### src/logic/filter_cond_pkg.sv
/*
 * Filter-condition engine shared definitions
 * Widths, packet and configuration structs, opcode and state encodings
 * used by the FIFOs, the configuration block and the generator
 */

package filter_cond_pkg;

    // ----------------------------------------
    // Widths
    // ----------------------------------------
    parameter int DATA_W  = 32;
    parameter int ID_W    = 8;
    parameter int COUNT_W = 16;

    // ----------------------------------------
    // Encodings
    // ----------------------------------------
    typedef enum logic [2:0] {
        OP_EQ = 3'd0,
        OP_NE = 3'd1,
        OP_LT = 3'd2,
        OP_GT = 3'd3,
        OP_LE = 3'd4,
        OP_GE = 3'd5
    } filter_op_e;

    typedef enum logic [1:0] {
        CFG_OPCODE = 2'd0,
        CFG_VALUE  = 2'd1,
        CFG_COUNT  = 2'd2
    } cfg_field_e;

    typedef enum logic [1:0] {
        ST_IDLE     = 2'd0,
        ST_WAIT_CFG = 2'd1,
        ST_RUN      = 2'd2,
        ST_DONE     = 2'd3
    } gen_state_e;

    // ----------------------------------------
    // Packets
    // ----------------------------------------
    // Graph data word with its tag
    typedef struct packed {
        logic              valid;
        logic [ID_W-1:0]   id;
        logic [DATA_W-1:0] data;
    } pkt_t;

    // Opcode sits in the low bits of word, count in the low COUNT_W bits
    typedef struct packed {
        logic              valid;
        cfg_field_e        field;
        logic [DATA_W-1:0] word;
    } cfg_pkt_t;

    typedef struct packed {
        filter_op_e         op;
        logic [DATA_W-1:0]  value;
        logic [COUNT_W-1:0] count;
    } filter_cfg_t;

    typedef struct packed {
        logic        valid;
        logic [15:0] run_tag;
    } descriptor_t;

endpackage : filter_cond_pkg

### src/logic/engine_filter_cond.sv
/*
 * Filter-condition engine top level
 * Registers all ports, queues response packets in an input FIFO, filters
 * them in the generator against the permanent configuration and drains
 * passing packets through an output FIFO onto the request port.
 */

`timescale 1ns/1ps

module engine_filter_cond
    import filter_cond_pkg::*;
#(
    parameter int FIFO_DEPTH  = 16,
    parameter int PROG_THRESH = 8
) (
    input  logic        ap_clk,
    input  logic        areset_csr_engine,
    input  pkt_t        response_i,
    output logic        response_ready_o,
    input  cfg_pkt_t    config_i,
    input  descriptor_t descriptor_i,
    output pkt_t        request_o,
    input  logic        request_ready_i,
    output logic        done_o
);

    localparam int PAYLOAD_W = ID_W + DATA_W;

    logic        areset_local;
    pkt_t        response_reg;
    cfg_pkt_t    config_reg;
    descriptor_t descriptor_reg;
    logic        request_ready_reg;

    // Input FIFO side
    logic                 in_empty;
    logic                 in_prog_full;
    logic                 in_valid;
    logic [PAYLOAD_W-1:0] in_dout;
    pkt_t                 fifo_pkt;

    // Output FIFO side
    logic                 out_empty;
    logic                 out_prog_full;
    logic                 out_pop;
    logic                 out_valid;
    logic [PAYLOAD_W-1:0] out_dout;
    pkt_t                 request_int;

    // Configuration and generator
    filter_cfg_t cfg;
    logic        cfg_loaded;
    logic        cfg_lock;
    logic        gen_pop;
    pkt_t        gen_pkt;
    logic        gen_done;

    // ----------------------------------------
    // Local reset and input registers
    // ----------------------------------------
    always_ff @(posedge ap_clk) begin
        areset_local <= areset_csr_engine;
    end

    always_ff @(posedge ap_clk) begin
        response_reg.id        <= response_i.id;
        response_reg.data      <= response_i.data;
        config_reg.field       <= config_i.field;
        config_reg.word        <= config_i.word;
        descriptor_reg.run_tag <= descriptor_i.run_tag;
        if (areset_local) begin
            response_reg.valid   <= 1'b0;
            config_reg.valid     <= 1'b0;
            descriptor_reg.valid <= 1'b0;
            request_ready_reg    <= 1'b0;
        end else begin
            response_reg.valid   <= response_i.valid;
            config_reg.valid     <= config_i.valid;
            descriptor_reg.valid <= descriptor_i.valid;
            request_ready_reg    <= request_ready_i;
        end
    end

    // ----------------------------------------
    // Output registers
    // ----------------------------------------
    always_ff @(posedge ap_clk) begin
        request_o.id   <= request_int.id;
        request_o.data <= request_int.data;
        if (areset_local) begin
            request_o.valid  <= 1'b0;
            response_ready_o <= 1'b1;
            done_o           <= 1'b1;
        end else begin
            request_o.valid  <= request_int.valid;
            response_ready_o <= !in_prog_full;
            done_o           <= gen_done;
        end
    end

    // ----------------------------------------
    // Response FIFO
    // ----------------------------------------
    sync_fifo #(
        .DATA_W_P   (PAYLOAD_W),
        .FIFO_DEPTH (FIFO_DEPTH),
        .PROG_THRESH(PROG_THRESH)
    ) u_fifo_response (
        .ap_clk           (ap_clk),
        .areset_csr_engine(areset_local),
        .push_i           (response_reg.valid),
        .din_i            ({response_reg.id, response_reg.data}),
        .pop_i            (gen_pop && !in_empty),
        .dout_o           (in_dout),
        .valid_o          (in_valid),
        .empty_o          (in_empty),
        .prog_full_o      (in_prog_full)
    );

    assign fifo_pkt = '{valid: in_valid, id: in_dout[PAYLOAD_W-1:DATA_W],
                        data: in_dout[DATA_W-1:0]};

    // ----------------------------------------
    // Configuration and generator
    // ----------------------------------------
    filter_cond_config u_config (
        .ap_clk           (ap_clk),
        .areset_csr_engine(areset_local),
        .config_i         (config_reg),
        .cfg_lock_i       (cfg_lock),
        .cfg_o            (cfg),
        .cfg_loaded_o     (cfg_loaded)
    );

    filter_cond_generator u_generator (
        .ap_clk           (ap_clk),
        .areset_csr_engine(areset_local),
        .descriptor_i     (descriptor_reg),
        .cfg_i            (cfg),
        .cfg_loaded_i     (cfg_loaded),
        .cfg_lock_o       (cfg_lock),
        .pop_o            (gen_pop),
        .pkt_i            (fifo_pkt),
        .out_full_i       (out_prog_full),
        .pkt_o            (gen_pkt),
        .done_o           (gen_done)
    );

    // ----------------------------------------
    // Request FIFO
    // ----------------------------------------
    assign out_pop = !out_empty && request_ready_reg;

    sync_fifo #(
        .DATA_W_P   (PAYLOAD_W),
        .FIFO_DEPTH (FIFO_DEPTH),
        .PROG_THRESH(PROG_THRESH)
    ) u_fifo_request (
        .ap_clk           (ap_clk),
        .areset_csr_engine(areset_local),
        .push_i           (gen_pkt.valid),
        .din_i            ({gen_pkt.id, gen_pkt.data}),
        .pop_i            (out_pop),
        .dout_o           (out_dout),
        .valid_o          (out_valid),
        .empty_o          (out_empty),
        .prog_full_o      (out_prog_full)
    );

    assign request_int = '{valid: out_valid, id: out_dout[PAYLOAD_W-1:DATA_W],
                           data: out_dout[DATA_W-1:0]};

endmodule : engine_filter_cond

### src/logic/filter_cond_config.sv
/*
 * Filter-condition configuration block
 * Collects the opcode, compare value and packet count from configuration
 * packets. Fields persist across runs and writes are dropped while locked.
 */

`timescale 1ns/1ps

module filter_cond_config
    import filter_cond_pkg::*;
(
    input  logic        ap_clk,
    input  logic        areset_csr_engine,
    input  cfg_pkt_t    config_i,
    input  logic        cfg_lock_i,
    output filter_cfg_t cfg_o,
    output logic        cfg_loaded_o
);

    // One loaded bit per field, ordered opcode, value, count
    logic [2:0]  loaded_q;
    filter_cfg_t cfg_q;
    logic        wr_ok;

    assign wr_ok = config_i.valid && !cfg_lock_i;

    // ----------------------------------------
    // Loaded flags
    // ----------------------------------------
    always_ff @(posedge ap_clk) begin
        if (areset_csr_engine) begin
            loaded_q <= 3'b000;
        end else if (wr_ok) begin
            case (config_i.field)
                CFG_OPCODE: loaded_q[0] <= 1'b1;
                CFG_VALUE:  loaded_q[1] <= 1'b1;
                CFG_COUNT:  loaded_q[2] <= 1'b1;
                default:    loaded_q    <= loaded_q;
            endcase
        end
    end

    // ----------------------------------------
    // Field registers
    // ----------------------------------------
    always_ff @(posedge ap_clk) begin
        if (wr_ok) begin
            case (config_i.field)
                CFG_OPCODE: cfg_q.op    <= filter_op_e'(config_i.word[2:0]);
                CFG_VALUE:  cfg_q.value <= config_i.word;
                CFG_COUNT:  cfg_q.count <= config_i.word[COUNT_W-1:0];
                default:    cfg_q       <= cfg_q;
            endcase
        end
    end

    assign cfg_o        = cfg_q;
    assign cfg_loaded_o = &loaded_q;

endmodule : filter_cond_config

### src/logic/filter_cond_generator.sv
/*
 * Filter-condition generator
 * Run FSM plus a two-stage pipeline. Stage one pops the input FIFO,
 * stage two compares the returned word against the configured value
 * and pushes passing packets. Finishes after the configured count.
 */

`timescale 1ns/1ps

module filter_cond_generator
    import filter_cond_pkg::*;
(
    input  logic        ap_clk,
    input  logic        areset_csr_engine,
    input  descriptor_t descriptor_i,
    input  filter_cfg_t cfg_i,
    input  logic        cfg_loaded_i,
    output logic        cfg_lock_o,
    output logic        pop_o,
    input  pkt_t        pkt_i,
    input  logic        out_full_i,
    output pkt_t        pkt_o,
    output logic        done_o
);

    gen_state_e         state;
    gen_state_e         state_next;
    logic [COUNT_W-1:0] consumed_cnt;
    logic [COUNT_W:0]   issued_cnt;
    logic               pop_pending;
    logic               pop_int;
    logic               start;
    logic               run_done;

    // Unsigned compare of a data word against the configured value
    function automatic logic compare_pass(
        input filter_op_e        op,
        input logic [DATA_W-1:0] data,
        input logic [DATA_W-1:0] value
    );
        logic pass;
        case (op)
            OP_EQ:   pass = (data == value);
            OP_NE:   pass = (data != value);
            OP_LT:   pass = (data < value);
            OP_GT:   pass = (data > value);
            OP_LE:   pass = (data <= value);
            OP_GE:   pass = (data >= value);
            default: pass = 1'b0;
        endcase
        return pass;
    endfunction

    // ----------------------------------------
    // Run control
    // ----------------------------------------
    assign start = descriptor_i.valid && ((state == ST_IDLE) || (state == ST_DONE));

    // A pop from last cycle may still return a word, so count it as issued
    assign issued_cnt = {1'b0, consumed_cnt} + (COUNT_W + 1)'(pop_pending);
    assign pop_int    = (state == ST_RUN) && (issued_cnt < {1'b0, cfg_i.count})
                        && !out_full_i;
    assign run_done   = (state == ST_RUN) && (consumed_cnt == cfg_i.count);

    always_comb begin
        state_next = state;
        case (state)
            ST_IDLE:     if (start) state_next = ST_WAIT_CFG;
            ST_WAIT_CFG: if (cfg_loaded_i) state_next = ST_RUN;
            ST_RUN:      if (run_done) state_next = ST_DONE;
            ST_DONE:     state_next = start ? ST_WAIT_CFG : ST_IDLE;
            default:     state_next = ST_IDLE;
        endcase
    end

    always_ff @(posedge ap_clk) begin
        if (areset_csr_engine) begin
            state        <= ST_IDLE;
            consumed_cnt <= '0;
            pop_pending  <= 1'b0;
        end else begin
            state       <= state_next;
            pop_pending <= pop_int;
            if (start) begin
                consumed_cnt <= '0;
            end else if (pop_pending && pkt_i.valid) begin
                consumed_cnt <= consumed_cnt + 1'b1;
            end
        end
    end

    // ----------------------------------------
    // Compare and push stage
    // ----------------------------------------
    always_ff @(posedge ap_clk) begin
        pkt_o.id   <= pkt_i.id;
        pkt_o.data <= pkt_i.data;
        if (areset_csr_engine) begin
            pkt_o.valid <= 1'b0;
        end else begin
            pkt_o.valid <= pkt_i.valid && compare_pass(cfg_i.op, pkt_i.data, cfg_i.value);
        end
    end

    assign pop_o      = pop_int;
    assign cfg_lock_o = (state == ST_RUN);
    // Falls in the same cycle the start pulse is seen
    assign done_o     = !start && ((state == ST_IDLE) || (state == ST_DONE));

endmodule : filter_cond_generator

### src/logic/sync_fifo.sv
/*
 * Synchronous FIFO
 * Circular buffer with an occupancy counter. A pop returns its word one
 * cycle later, marked by a one-cycle valid strobe. Programmable-full is
 * high while the occupancy is at or above PROG_THRESH.
 */

`timescale 1ns/1ps

module sync_fifo #(
    parameter int DATA_W_P    = 40,
    parameter int FIFO_DEPTH  = 16,
    parameter int PROG_THRESH = 8
) (
    input  logic                ap_clk,
    input  logic                areset_csr_engine,
    input  logic                push_i,
    input  logic [DATA_W_P-1:0] din_i,
    input  logic                pop_i,
    output logic [DATA_W_P-1:0] dout_o,
    output logic                valid_o,
    output logic                empty_o,
    output logic                prog_full_o
);

    localparam int PTR_W = $clog2(FIFO_DEPTH);
    localparam int CNT_W = $clog2(FIFO_DEPTH + 1);

    logic [DATA_W_P-1:0] mem [FIFO_DEPTH];
    logic [PTR_W-1:0]    wr_ptr;
    logic [PTR_W-1:0]    rd_ptr;
    logic [CNT_W-1:0]    count;
    logic                push_ok;
    logic                pop_ok;

    // Requests on a full or empty FIFO are dropped
    assign push_ok = push_i && (count != CNT_W'(FIFO_DEPTH));
    assign pop_ok  = pop_i && (count != '0);

    assign empty_o     = (count == '0);
    assign prog_full_o = (count >= CNT_W'(PROG_THRESH));

    // ----------------------------------------
    // Pointers and occupancy
    // ----------------------------------------
    always_ff @(posedge ap_clk) begin
        if (areset_csr_engine) begin
            wr_ptr  <= '0;
            rd_ptr  <= '0;
            count   <= '0;
            valid_o <= 1'b0;
        end else begin
            valid_o <= pop_ok;
            if (push_ok) begin
                wr_ptr <= (wr_ptr == PTR_W'(FIFO_DEPTH - 1)) ? '0 : wr_ptr + 1'b1;
            end
            if (pop_ok) begin
                rd_ptr <= (rd_ptr == PTR_W'(FIFO_DEPTH - 1)) ? '0 : rd_ptr + 1'b1;
            end
            case ({push_ok, pop_ok})
                2'b10:   count <= count + 1'b1;
                2'b01:   count <= count - 1'b1;
                default: count <= count;
            endcase
        end
    end

    // ----------------------------------------
    // Storage and read data
    // ----------------------------------------
    always_ff @(posedge ap_clk) begin
        if (push_ok) begin
            mem[wr_ptr] <= din_i;
        end
        if (pop_ok) begin
            dout_o <= mem[rd_ptr];
        end
    end

endmodule : sync_fifo

### config.mk
export PLATFORM = sky130hd
export DESIGN_NAME = engine_filter_cond
export DESIGN_NICKNAME = d
export VERILOG_FILES = /design/src/logic/filter_cond_pkg.sv /design/src/logic/engine_filter_cond.sv /design/src/logic/filter_cond_config.sv /design/src/logic/filter_cond_generator.sv /design/src/logic/sync_fifo.sv
export SDC_FILE = /design/constraint.sdc
export NUM_CORES = 2
export LEC_CHECK = 0
export ABC_AREA = 1
export BUFFER_PORTS_ARGS = -buffer_cell sky130_fd_sc_hd__clkbuf_2
export CORE_AREA = 2 2 377 453
export DETAILED_ROUTE_END_ITERATION = 12
export DIE_AREA = 0 0 379 455
export PLACE_DENSITY = 0.55
export SYNTH_ARGS = -nofsm -noshare
export SYNTH_HDL_FRONTEND = slang
export SYNTH_HIERARCHICAL = 1
export SYNTH_SLANG_ARGS = --single-unit
### constraint.sdc
create_clock -name ap_clk -period 6.1 [get_ports ap_clk]
set_clock_uncertainty 0.1 [all_clocks]
set_input_delay 0.61 -clock ap_clk [delete_from_list [all_inputs] [get_ports ap_clk]]
set_output_delay 0.61 -clock ap_clk [all_outputs]
set_load 0.01 [all_outputs]
# Word level (Yosys, flattened, before mapping)
# Memory sizes are Yosys's and may differ from the RTL's. A register that Yosys moved wholly into a read port is not among the register bits.
# Index checks and enable logic that the tools add are counted.
[totals]
output_inout_bits = 43
mem_count = 2
in_bits = 96
ram_bits = 1280
register_bits = 264
[op_classes]
add_sub_neg = 10
mux = 17
reduce_logical = 36
eq_ne = 26
order_cmp = 7
[memory_table]
columns = ["memory", "depth", "word_bits", "rd", "rd_clocked_by_memory_dff", "wr", "line", "text"]
rows = [
  ["u_fifo_request.mem", 16, 40, 1, 1, 1, "sync_fifo.sv:29", "logic [DATA_W_P-1:0] mem [FIFO_DEPTH];"],
  ["u_fifo_response.mem", 16, 40, 1, 1, 1, "sync_fifo.sv:29", ""],
]
[op_table]
columns = ["op", "n"]
rows = [
  ["$eq 32x32->1", 1],
  ["$ge 32x32->1", 1],
  ["$gt 32x32->1", 1],
  ["$le 32x32->1", 1],
  ["$lt 32x32->1", 1],
  ["$ne 32x32->1", 1],
  ["$pmux 5 s2", 2],
  ["$add 16x1->17", 1],
  ["$lt 17x16->1", 1],
  ["$add 16x1->16 const B", 1],
  ["$add 4x1->4 const B", 4],
  ["$eq 16x16->1", 1],
  ["$eq 4x4->1 const B", 4],
  ["$mux 4", 4],
  ["$logic_and 1x1->1", 14],
  ["$add 5x1->5 const B", 2],
  ["$eq 2x2->1 const B", 5],
  ["$ge 5x4->1 const B", 2],
  ["$logic_not 5->1", 2],
  ["$ne 5x5->1 const B", 2],
  ["$reduce_bool 5->1", 2],
  ["$sub 5x1->5 const B", 2],
  ["$eq 2x1->1 const B", 4],
  ["$pmux 2 s4", 1],
  ["other kinds (16)", 36],
]

# Depth between registers and ports, before layout
[logic_depth]
word_depth = 8
depth_mapped = 33
mapped_depth_nobuf = 33

# Modules after synthesis
# The synthesis kept the hierarchy.
[by_module_without_submodules]
columns = ["module", "seq_area_each_um2", "cells_per_inst", "area_per_inst_um2", "n_inst"]
rows = [
  ["sync_fifo at u_fifo_request", 20699.9, 2763, 29348.1, 1],
  ["sync_fifo at u_fifo_response", 20699.9, 2763, 29339.4, 1],
  ["filter_cond_generator", 1201.2, 480, 3647.2, 1],
  ["engine_filter_cond", 2762.6, 156, 2830.2, 1],
  ["filter_cond_config", 1591.5, 74, 1674.1, 1],
]

# Worst setup path after synthesis
# OpenSTA, ideal clock, no wires.
[synth_timing]
path_kind = "register -> register"
from = "register u_generator.consumed_cnt[0]"
to = "register u_fifo_response.count[4]"
required_time_ns = 5.891
period_less_slack_ns = 4.844
n_path_buf = 0
stages_incl_launch_ff = 34
setup_time_ns = 0.109
slack_ns = 1.256
arrival_time_ns = 4.635
path_cell_list = "dfxtp_1 ha_1 ha_1 nand2_2 nor2_4 nand2_2 inv_1 nand3_1 xor2_1 ha_1 nand2_1 inv_1 o21ai_0 nand2_1 nand4_1 nand4_1 nor2_1 nand4_1 inv_1 inv_1 nor2_1 nand2_1 inv_1 ha_1 inv_1 fa_1 inv_1 nand2_1 nand2_1 nand2_1 o21ai_0 nand3_1 nand2_1 inv_1"
[synth_via]
elab_chain_len = 8
elab_cells_between_ends = 10
classes_between = "add/sub (1); order compare (1); eq/ne (2); mux (1); reduce/logical (5)"
[synth_lines]
columns = ["item", "line", "text"]
rows = [
  ["start: declaration", "filter_cond_generator.sv:28", "logic [COUNT_W-1:0] consumed_cnt;"],
  ["start signal: assignment", "filter_cond_generator.sv:87", "consumed_cnt <= consumed_cnt + 1'b1;"],
  ["$add 16x1->17 *", "filter_cond_generator.sv:60", "assign issued_cnt = {1'b0, consumed_cnt} + (COUNT_W + 1)'(pop_pending);"],
  ["$lt 17x16->1 *", "filter_cond_generator.sv:61", "assign pop_int = (state == ST_RUN) && (issued_cnt < {1'b0, cfg_i.count})"],
  ["$logic_and 1x1->1 *", "filter_cond_generator.sv:61", ""],
  ["$logic_and 1x1->1 *", "filter_cond_generator.sv:62", "&& !out_full_i;"],
  ["net gen_pop", "engine_filter_cond.sv:54", "logic gen_pop;"],
  ["$logic_and 1x1->1 *", "engine_filter_cond.sv:113", ".pop_i (gen_pop && !in_empty),"],
  ["$logic_and 1x1->1 *", "sync_fifo.sv:38", "assign pop_ok = pop_i && (count != '0);"],
  ["net u_fifo_response.pop_ok", "sync_fifo.sv:34", "logic pop_ok;"],
  ["$eq 2x1->1 / $eq 2x2->1 (equally long branches)", "sync_fifo.sv:60", "case ({push_ok, pop_ok})"],
  ["$pmux 5 s2 / $reduce_bool 2->1 (equally long branches)", "--", ""],
  ["end signal: assignment", "sync_fifo.sv:61", "2'b10: count <= count + 1'b1;"],
  ["end signal: assignment", "sync_fifo.sv:62", "2'b01: count <= count - 1'b1;"],
  ["end signal: assignment", "sync_fifo.sv:63", "default: count <= count;"],
  ["end: declaration", "sync_fifo.sv:32", "logic [CNT_W-1:0] count;"],
]
# The timed path passes the listed nets; every way through them passes the cells marked *.
# A chain may end at the register's enable or synchronous reset.

# Worst setup path in the final report
# Ends and elaborated chain as after synthesis.

==> impl_metrics.toml <==
[worst_setup_path]
start_kind = "register"
crit_fanout = 7
rr_startpoint = "u_generator/consumed_cnt[0]"
slowest_stage = "fa_1"
r2r_end = "u_fifo_response/count[4]"
worstPathArrival_ns = 5.13
rrSetupSlack_ns = 1.58
worstPathRequired_ns = 6.70
r2r_cells = 33
end_kind = "register"
crit_type = "reg2reg"
crit_path_max_incr_delay_ns = 0.40

[hold_path]
hold_depth = 3
hold_start = "request_ready_i"
whs_endpoint = "request_ready_reg"
min_path_type = "in2reg"

[global_route]
grt_max_degree = 184
grt_pass1_wl_mm = 240.6
grt_overflow = 0
antenna_found_initial = 6
first_global_vias = 39496
gr-usage-all-layers_pct = 18.60

[die]
num_rows = 165
io_pins = 139
dieHeight_um = 455
dieArea_mm2 = 0.1724
die_x_um = 379
coreArea_mm2 = 0.1680
start_util_pct = 39.58

[clock_network]
cts_tree = "yes"
clk_path_buf_depth = 3
clock_sinks = 1624
insertion_delay_ns = 0.81
cts_made_buffers = 169
h-tree-depth = 4
clk_pin_slew_ns = 0.06
cts-root-buf = "clkbuf_16"

[yosys]
netlist_area_mm2 = 0.06652
synth_warnings = 6
syn_inst = 6220
synth.avg_cell_area_um2 = 10.69
syn_nets = 6390

[sta]
fmax_mhz = 221.1
postLayoutSetupSlackWorst_ns = 1.577
setup_violations = 0
slew-limit-headroom_pct = 19.76
slew_viol_final = 0
worst_pin_slew_ns = 1.204
grt_setup_unrepaired = "false"
finalSetupTns_ns = 0
post-route-period-util_pct = 74.15
fin_crit_ns = 4.523
hold_viol = 0

[pwr]
switchingPower_mw = 5.033
p_sw_share_pct = 21.72
intPower_mw = 18.14
pwr-share-comb_pct = 3.5
leakage_nw = 31.11
pwr-share-seq_pct = 53.3
vdd_drop_max_mv = 0.2122
clockPowerShare_pct = 43.2
powerDensity_mw_per_mm2 = 307.6

[detailed_routing]
drtAntennaViolNets = 0
first_iter_violations = 2711
wl_mm = 160.4
vias = 41404
dr.pass1.iters = 5
viasPerCell = 4.708
route.detailed.drc = 0
routedWlPerCell_um = 18.23

[placed_design]
preCtsSetupSlack_ns = 1.571
gp_congestion = 0.7819
place_hpwl_mm = 83.13
port_buffers = 122

[cells_and_area]
synthToLayoutAreaGrowth_pct = 13.26
drive_gt1_share_pct = 8.015
fin_nets = 6562
layout_commonest_cell = "nand2_1"
final_cell_mix = "nand2_1, edfxtp_1, inv_1"

[flow_run]
maxCapViolCount = 0

[outcome]
status = "completed"
-- worst max-delay path: cells and delay by family (launching register included) --
| family | cells | cell delay, ns |
|---|---|---|
| adders and majority gates | 5 | 1.38 |
| and+or+nand+nor | 17 | 1.55 |
| DFF | 1 | 0.39 |
| AOI/OAI and AO/OA | 2 | 0.21 |
| xor gates and xnor gates | 1 | 0.16 |
| buffers and inverters | 8 | 0.62 |
-- power groups by stage --
stage	combinational, mW	clock [mW]	sequential, mW
floorplan	0.576	0	12.5
global placement	0.756	0	12.6
detailed placement	0.768	0	12.6
CTS	0.810	10.3	12.4
global route	0.912	10.7	12.4
finish	0.803	10.0	12.4
-- cell type report --
type | instances | area, um^2
Fill cell | 15526 | 92710
Sequential cell | 1624 | 46650
Antenna cell | 3 | 7.507
Multi-Input combinational cell | 3442 | 15150
Clock inverter | 85 | 706.9
Clock buffer | 232 | 4713
Timing Repair Buffer | 264 | 1919
Tap cell | 2254 | 2820
Inverter | 891 | 3364
-- routing by layer --
| metal | part of all wire, % | vias to the layer above | track usage (%) |
|---|---|---|---|
| met3 | 4.1 | 273 | 2.544 |
| li1 | - | 20411 | - |
| met5 | 0 | - | 0 |
| met2 | 50 | 820 | 32.78 |
| met1 | 43 | 19900 | 23.66 |
| met4 | 2.6 | 0 | 5.804 |
-- stage by stage --
stage	total power [mW]	hold slack [ns]	std cells	utilization, %	area [um^2]
3_5_place_dp	13.36	0.2278	8398	41.14	69140
2_1_floorplan	13.07	0.2233	6220	-	66520
6_report	23.17	0.05720	8795	44.83	75340
4_1_cts	23.43	0.001520	8792	44.83	75330
5_1_grt	23.96	0.03277	8792	44.83	75330
3_3_place_gp	13.34	0.2233	8398	41.14	69140
-- how the worst max path moves through the flow --
stage	slack [ns]	startpoint	end
floorplan	1.26	u_generator/consumed_cnt[0]	u_fifo_response/count[4]
global placement	1.46	u_generator/consumed_cnt[0]	u_fifo_response/count[4]
detailed placement	1.57	u_generator/consumed_cnt[0]	u_fifo_response/count[4]
CTS	1.53	u_generator/consumed_cnt[0]	u_fifo_response/count[4]
global route	1.06	u_generator/consumed_cnt[0]	u_fifo_response/count[4]
finish	1.58	u_generator/consumed_cnt[0]	u_fifo_response/count[4]
-- what timing repair did --
item | CTS | global route
hold buffers | 77 | 0
buffers inserted | 0 | 0
resized for setup | 0 | 0
endpoints found under the hold margin | 77 | 0
Power figures use the tool's default switching activity.
